### config.mk
export PLATFORM = sky130hd
export DESIGN_NAME = pciei_sync_fifo_2psram
export DESIGN_NICKNAME = d
export VERILOG_FILES = /design/src/logic/fifo_pkg.sv /design/src/logic/fifo_rd_ctrl.sv /design/src/logic/fifo_wr_ctrl.sv /design/src/logic/pciei_sync_fifo_2psram.sv /design/src/logic/sram_2p_slice.sv
export SDC_FILE = /design/constraint.sdc
export NUM_CORES = 2
export LEC_CHECK = 0
export BUFFER_PORTS_ARGS = -buffer_cell sky130_fd_sc_hd__buf_4
export CAP_MARGIN = 30
export CORE_MARGIN = 3
export CORE_UTILIZATION = 50
export CTS_CLUSTER_DIAMETER = 30
export CTS_CLUSTER_SIZE = 12
export DETAILED_ROUTE_END_ITERATION = 8
export PLACE_DENSITY_LB_ADDON = 0.12
export SETUP_SLACK_MARGIN = 0.15
export SLEW_MARGIN = 5
export SYNTH_ARGS = -nofsm -noshare
export SYNTH_HDL_FRONTEND = slang
export SYNTH_HIERARCHICAL = 1
export SYNTH_SLANG_ARGS = --single-unit
### constraint.sdc
create_clock -name clk -period 3.85 [get_ports clk]
set_input_delay 0.1925 -clock clk [delete_from_list [all_inputs] [get_ports clk]]
set_output_delay 0.1925 -clock clk [all_outputs]
set_load 0.02 [all_outputs]
### src/logic/fifo_pkg.sv
package fifo_pkg;

    // fifo geometry
    localparam int FIFO_DEPTH = 64;                   // entries in each sram slice
    localparam int ADDR_W     = $clog2(FIFO_DEPTH);   // sram address, 6 bits
    localparam int LEVEL_W    = $clog2(FIFO_DEPTH + 1); // holds 0..64, 7 bits

    // slice geometry, one 64x6 register-file macro per slice
    localparam int SLICE_W    = 6;                    // bits per macro
    localparam int NUM_SLICES = 4;                    // macros side by side
    localparam int DATA_W     = SLICE_W * NUM_SLICES; // user word, 24 bits

    // one data word, two views of the same 24 bits
    // flat is what the user pushes and pops
    // slices is how the word is cut across the macros, slice 0 = low bits
    typedef union packed {
        logic [DATA_W-1:0]                  flat;   // user view
        logic [NUM_SLICES-1:0][SLICE_W-1:0] slices; // per-macro view
    } fifo_word_u;

endpackage

### src/logic/fifo_rd_ctrl.sv
`timescale 1ns/10ps

module fifo_rd_ctrl (
    input  logic                         clk,
    input  logic                         rst_n,
    input  logic                         rd_en,           // pop request, level
    input  logic                         sram_wr_cen,     // low = push accepted
    output logic                         sram_rd_cen,     // active low read strobe
    output logic [fifo_pkg::ADDR_W-1:0]  sram_rd_a,       // read address to all slices
    output logic                         full,
    output logic                         empty,
    output logic [fifo_pkg::LEVEL_W-1:0] empty_entry_num, // free entries
    output logic                         undflow          // pop refused, one cycle late
);

    import fifo_pkg::*;

    logic               wr_acc;    // push seen by write ctrl
    logic               rd_acc;    // pop accepted this cycle
    logic [ADDR_W-1:0]  rd_ptr;    // oldest stored entry
    logic [LEVEL_W-1:0] count;     // occupancy, 0..64
    logic [LEVEL_W-1:0] count_nxt; // occupancy after this edge

    // write strobe doubles as the accept signal, so full is tested once only
    assign wr_acc      = ~sram_wr_cen;
    assign rd_acc      = rd_en & ~empty;         // only empty test in the design
    assign sram_rd_cen = ~rd_acc;                // low active like the macro
    assign sram_rd_a   = rd_ptr;                 // data shows on rd_q after the edge

    // next occupancy
    always_comb begin
        case ({wr_acc, rd_acc})
            2'b10:   count_nxt = count + LEVEL_W'(1); // push only
            2'b01:   count_nxt = count - LEVEL_W'(1); // pop only
            default: count_nxt = count;               // none, or both at once
        endcase
    end

    // read pointer
    always_ff @(posedge clk or negedge rst_n) begin
        if (!rst_n) begin
            rd_ptr <= '0;
        end else if (rd_acc) begin
            rd_ptr <= rd_ptr + ADDR_W'(1);       // wraps modulo depth
        end
    end

    // occupancy counter
    always_ff @(posedge clk or negedge rst_n) begin
        if (!rst_n) begin
            count <= '0;
        end else begin
            count <= count_nxt;
        end
    end

    // flags come from count_nxt so they move on the same edge as count
    always_ff @(posedge clk or negedge rst_n) begin
        if (!rst_n) begin
            full            <= 1'b0;
            empty           <= 1'b1;                  // nothing stored
            empty_entry_num <= LEVEL_W'(FIFO_DEPTH);  // all 64 free
        end else begin
            full            <= (count_nxt == LEVEL_W'(FIFO_DEPTH));
            empty           <= (count_nxt == '0);
            empty_entry_num <= LEVEL_W'(FIFO_DEPTH) - count_nxt;
        end
    end

    // underflow pulse
    always_ff @(posedge clk or negedge rst_n) begin
        if (!rst_n) begin
            undflow <= 1'b0;
        end else begin
            undflow <= rd_en & empty;            // refused pop, one cycle
        end
    end

endmodule

### src/logic/fifo_wr_ctrl.sv
`timescale 1ns/10ps

module fifo_wr_ctrl (
    input  logic                        clk,
    input  logic                        rst_n,
    input  logic                        wr_en,       // push request, level
    input  logic                        full,        // registered in read ctrl
    output logic                        sram_wr_cen, // active low write strobe
    output logic [fifo_pkg::ADDR_W-1:0] sram_wr_a,   // write address to all slices
    output logic                        ovflow       // push refused, one cycle late
);

    import fifo_pkg::*;

    logic              wr_acc;  // push accepted this cycle
    logic [ADDR_W-1:0] wr_ptr;  // next free entry

    // the only full test in the design lives here
    assign wr_acc      = wr_en & ~full;          // dropped when full, pop or not
    assign sram_wr_cen = ~wr_acc;                // macro strobe is low active
    assign sram_wr_a   = wr_ptr;                 // write lands at current pointer

    // pointer moves on the accepting edge
    always_ff @(posedge clk or negedge rst_n) begin
        if (!rst_n) begin
            wr_ptr <= '0;                        // start at entry 0
        end else if (wr_acc) begin
            wr_ptr <= wr_ptr + ADDR_W'(1);       // wraps 63 -> 0 by width
        end
    end

    // overflow pulse, registered
    always_ff @(posedge clk or negedge rst_n) begin
        if (!rst_n) begin
            ovflow <= 1'b0;
        end else begin
            ovflow <= wr_en & full;              // high for one cycle per refused push
        end
    end

endmodule

### src/logic/pciei_sync_fifo_2psram.sv
`timescale 1ns/10ps

module pciei_sync_fifo_2psram (
    input  logic                         clk,
    input  logic                         rst_n,

    input  logic                         wr_en,           // push
    input  logic [fifo_pkg::DATA_W-1:0]  din,
    output logic                         full,

    input  logic                         rd_en,           // pop
    output logic [fifo_pkg::DATA_W-1:0]  dout,            // valid the cycle after pop
    output logic                         empty,
    output logic [fifo_pkg::LEVEL_W-1:0] empty_entry_num, // free entries

    output logic                         ovflow,          // push while full
    output logic                         undflow          // pop while empty
);

    import fifo_pkg::*;

    logic              sram_wr_cen; // shared by all slices
    logic [ADDR_W-1:0] sram_wr_a;
    logic              sram_rd_cen;
    logic [ADDR_W-1:0] sram_rd_a;
    fifo_word_u        din_w;       // din cut into slices
    fifo_word_u        dout_w;      // slice outputs joined back

    assign din_w.flat = din;
    assign dout       = dout_w.flat;

    // write side, qualifies push against full
    fifo_wr_ctrl u_fifo_wr_ctrl (
        .clk         (clk),
        .rst_n       (rst_n),
        .wr_en       (wr_en),
        .full        (full),
        .sram_wr_cen (sram_wr_cen),
        .sram_wr_a   (sram_wr_a),
        .ovflow      (ovflow)
    );

    // read side, owns the count and all level flags
    fifo_rd_ctrl u_fifo_rd_ctrl (
        .clk             (clk),
        .rst_n           (rst_n),
        .rd_en           (rd_en),
        .sram_wr_cen     (sram_wr_cen),     // accepted push
        .sram_rd_cen     (sram_rd_cen),
        .sram_rd_a       (sram_rd_a),
        .full            (full),
        .empty           (empty),
        .empty_entry_num (empty_entry_num),
        .undflow         (undflow)
    );

    // 24-bit word built from four 64x6 macros, same strobes and addresses
    for (genvar gi = 0; gi < NUM_SLICES; gi++) begin : g_slice
        sram_2p_slice u_sram_2p_slice (
            .clk    (clk),
            .rst_n  (rst_n),
            .wr_cen (sram_wr_cen),
            .wr_a   (sram_wr_a),
            .wr_d   (din_w.slices[gi]),   // slice 0 = din[5:0]
            .rd_cen (sram_rd_cen),
            .rd_a   (sram_rd_a),
            .rd_q   (dout_w.slices[gi])   // back into the same bit range
        );
    end

endmodule

### src/logic/sram_2p_slice.sv
`timescale 1ns/10ps

module sram_2p_slice (
    input  logic                         clk,
    input  logic                         rst_n,
    input  logic                         wr_cen, // low = write this edge
    input  logic [fifo_pkg::ADDR_W-1:0]  wr_a,
    input  logic [fifo_pkg::SLICE_W-1:0] wr_d,
    input  logic                         rd_cen, // low = read this edge
    input  logic [fifo_pkg::ADDR_W-1:0]  rd_a,
    output logic [fifo_pkg::SLICE_W-1:0] rd_q    // registered read data
);

    import fifo_pkg::*;

    logic [SLICE_W-1:0] mem [FIFO_DEPTH]; // 64x6 storage array

    // write port
    always_ff @(posedge clk) begin
        if (!wr_cen) begin
            mem[wr_a] <= wr_d;             // lands at the edge
        end
    end

    // read port, one cycle latency, holds while rd_cen is high
    // same-edge write to rd_a returns the old content, as a real macro would
    always_ff @(posedge clk or negedge rst_n) begin
        if (!rst_n) begin
            rd_q <= '0;                    // dout reads 0 out of reset
        end else if (!rd_cen) begin
            rd_q <= mem[rd_a];
        end
    end

endmodule

==> flow_summary.toml <==
[run_status]
outcome = "finished, final reports clean"

[cells_and_area]
fill_cells = 8701
final_area_um2 = 75200
final_nets = 3334
final_layout_size_suffix_gt1_share_pct = 31.1
area_used_by_multi_input_combinational_logic_um2 = 14200
area.sequential_um2 = 47500
antenna_cells = 0
synth_to_layout_area_growth_pct = 20.2

[clocking]
cts_tree = "done"
cts_made_buffers = 300
cts.sinks = 1589
post_cts_resized = 0
clk_root_buffer_cell = "sky130_fd_sc_hd__clkbuf_16"
path_clk_slew_ns = 0.05
clk-insertion-delay-late_ns = 0.86
cts_buffer_depth = 4
ctsHtreeMaxLevel = 5

[sta]
tns_ns = 0
final_critical_path_setup_slack_ns = 0.475
final-max-slew-violation-count = 0
setup-violations-final = 0
max_clock_freq_mhz = 296
post-route-period-util_pct = 87.7
relative_slew_slack_pct = 38.8
grt_setup_unrepaired = "false"
max_slew.worst_pin.slew_ns = 0.918
final_hold_viol_count = 0
final.hold.worst_slack_ns = 0.0584
post-route-min-period_ns = 3.38
finalClockSkew_ns = 0.0335

[floorplan]
fp.dieW_um = 360
io_pins = 63
floorplan.die_area_um2 = 129000
starting_density_pct = 50.5
chipHeight_um = 360
core_area_um2 = 124000
rows = 129

[synth]
synth-seq-cells = 1589
post_synth_mux_area_share_pct = 16.7
synth-compound-area-share_pct = 2.46
syn-cell-area_um2 = 62600
synthesis.nets = 3026
yosys.area_share.adder_pct = 0.120
post-synth-top-count-cell = "sky130_fd_sc_hd__edfxtp_1"
synthesis.instances = 2992
synth_largest_area_cell = "sky130_fd_sc_hd__edfxtp_1"
synth_top_family_by_area = "multiplexers"
async_reset_ff_share_pct = 3.34
synth_top_flop_cell = "sky130_fd_sc_hd__edfxtp_1"
post_synth.cell_area_avg_um2 = 20.9
synth.area.top_cells = "sky130_fd_sc_hd__edfxtp_1 74%, sky130_fd_sc_hd__mux4_2 13%, sky130_fd_sc_hd__dfrtp_1 2.0%, sky130_fd_sc_hd__mux2i_1 1.9%, sky130_fd_sc_hd__nor2_1 1.8%"
synth_simple_gate_area_share_pct = 3.10
yosysWarningCount = 6
yosysTopAreaCellShare_pct = 73.7
synth.lib_cells_used.distinct = 54
post_synth_xor_area_fraction_pct = 0.308
synth_edf_count = 1536
post_synth_most_frequent_cells = "1536 x sky130_fd_sc_hd__edfxtp_1, 360 x sky130_fd_sc_hd__mux4_2, 304 x sky130_fd_sc_hd__nor2_1"
synth_seq_area_share_pct = 75.9

[place]
dp_worst_setup_slack_ns = 0.483
portBuffers = 62
finalWeightedCongestion = 0.798
dpl-instance-area_um2 = 65000
detailed_place_hpwl_mm = 80.5

[routing]
wire_per_inst_um = 26.4
detail_route.first_pass.iterations = 6
drcViolationCount = 0
vias = 30600
finalWirelength_mm = 136
via_per_inst = 5.93
antenna_violating_nets_post_route = 0
drt-initial-drc-count = 2825

[setup_path]
r2r_end = "u_fifo_rd_ctrl/empty_entry_num[6]$_DFF_PN1_"
reg2reg_depth = 12
critical_path_class = "register to register"
critPathCaptureType = "register"
timing.critical_path.required_ns = 4.62
worst_ep_arrival_time_ns = 4.14
critical_path.max_fanout = 16
setup.worst_path.start = "u_fifo_rd_ctrl/full$_DFF_PN0_"
crit-reg2reg-launch = "u_fifo_rd_ctrl/full$_DFF_PN0_"
regToRegSetupSlack_ns = 0.47
worstSetupStartpointType = "register"

[flow_run]
max-cap-violations = 0

[global_routing]
grt_antenna_before_repair = 0
groute.usage.overall_pct = 21.3
first_global_vias = 32600
grt_max_degree = 67
grt_first_pass_wirelength_mm = 207
grt.overflow.total = 0

[power_and_ir_drop]
max-vdd-ir-drop_mv = 0.712
power_density_nw_per_um2 = 805
leakage_nw = 24.4

[hold_path]
worst_hold_path_type = "input pin to async pin"
## cell families after synthesis
logic type | Yosys count
compound gates | 187
xor+xnor | 22
fa+ha+maj | 6
buf+inv | 167
flops | 1589
mux | 579
simple gates | 442
## cell usage in the layout, fill, tap and decap left out, drive strengths merged, types with 9 or more instances in the layout
cell type / count
bufinv: 36
a221oi: 24
or3b: 9
clkinvlp: 31
nor2: 304
mux4: 360
a22oi: 49
xnor2: 12
nand2b: 9
o22ai: 24
o221ai: 24
mux2: 98
edfxtp: 1536
clkinv: 80
nand2: 38
nand3b: 13
nor2b: 30
nand3: 15
o31ai: 24
dfrtp: 51
clkbuf: 341
xor2: 10
mux2i: 121
a32oi: 24
inv: 41
buf: 137
dlygate4sd3: 27
## cell type report
cell class              instances  area share, %
inverters                       9         0.0449
flip-flops and latches       1589           63.1
clock inverters               179           2.76
repair buffers                164           2.14
clock buffers                 341           10.4
multi-input cells            1236           18.8
well taps                    1637           2.72
## state kept, by name (all words and copies together), names as in the netlist
| signal | flops |
|---|---|
| g_slice.u_sram_2p_slice/mem | 1536 |
| g_slice.u_sram_2p_slice/rd_q | 24 |
| u_fifo_rd_ctrl/count | 6 |
| u_fifo_rd_ctrl/empty | 1 |
| u_fifo_rd_ctrl/empty_entry_num | 7 |
| u_fifo_rd_ctrl/full | 1 |
| u_fifo_rd_ctrl/sram_rd_a | 6 |
| u_fifo_rd_ctrl/undflow | 1 |
| u_fifo_wr_ctrl/ovflow | 1 |
| u_fifo_wr_ctrl/sram_wr_a | 6 |
## per-stage QoR
stage	utilization (%)	std cells	power [mW]
after floorplan	-	2992	30.9
after global placement	52.4	4601	35.3
after detailed placement	52.4	4604	35.6
after CTS	60.6	5151	61.1
after global routing	60.7	5155	63.0
final	60.7	5155	60.6
## how the worst max path moves through the flow
stage | to | slack (ns)
global placement | u_fifo_rd_ctrl/empty_entry_num[6]$_DFF_PN1_ | 0.61
CTS | u_fifo_rd_ctrl/empty_entry_num[6]$_DFF_PN1_ | 0.47
global route | u_fifo_rd_ctrl/empty$_DFF_PN1_ | 0.23
finish | u_fifo_rd_ctrl/empty_entry_num[6]$_DFF_PN1_ | 0.47
floorplan | u_fifo_rd_ctrl/empty_entry_num[6]$_DFF_PN1_ | 0.77
detailed placement | u_fifo_rd_ctrl/empty_entry_num[6]$_DFF_PN1_ | 0.48
## power by group
part / switching [mW] / internal, mW
clock: 8.34 / 17.0
combinational: 7.95 / 6.58
sequential: 0.824 / 19.9
## per-layer routing
metal  GRT usage [%]  vias to the layer above  part of all wire [%]
met4            6.79                        0                   2.3
met1            29.5                    16200                    42
met3            4.92                      248                   6.7
met5               0                        -                     0
li1                -                    13100                     -
met2            34.1                     1013                    49
## timing repair
| action | in CTS | in global routing |
|---|---|---|
| endpoints found under the hold margin | 1602 | 0 |
| setup buffers | 0 | 0 |
| hold buffers | 27 | 0 |
## critical path: stages, from the launching register on
cell	delay [ns]
sky130_fd_sc_hd__dfrtp_1	0.41
sky130_fd_sc_hd__nor2b_4	0.22
sky130_fd_sc_hd__inv_1	0.24
sky130_fd_sc_hd__ha_1	0.46
sky130_fd_sc_hd__xor2_1	0.23
sky130_fd_sc_hd__ha_1	0.26
sky130_fd_sc_hd__a21oi_1	0.19
sky130_fd_sc_hd__xor2_1	0.19
sky130_fd_sc_hd__nor2_1	0.07
sky130_fd_sc_hd__xnor2_1	0.33
sky130_fd_sc_hd__nand3_1	0.18
sky130_fd_sc_hd__or3_4	0.37
sky130_fd_sc_hd__xnor2_1	0.15
(Power assumes the default switching activity.)
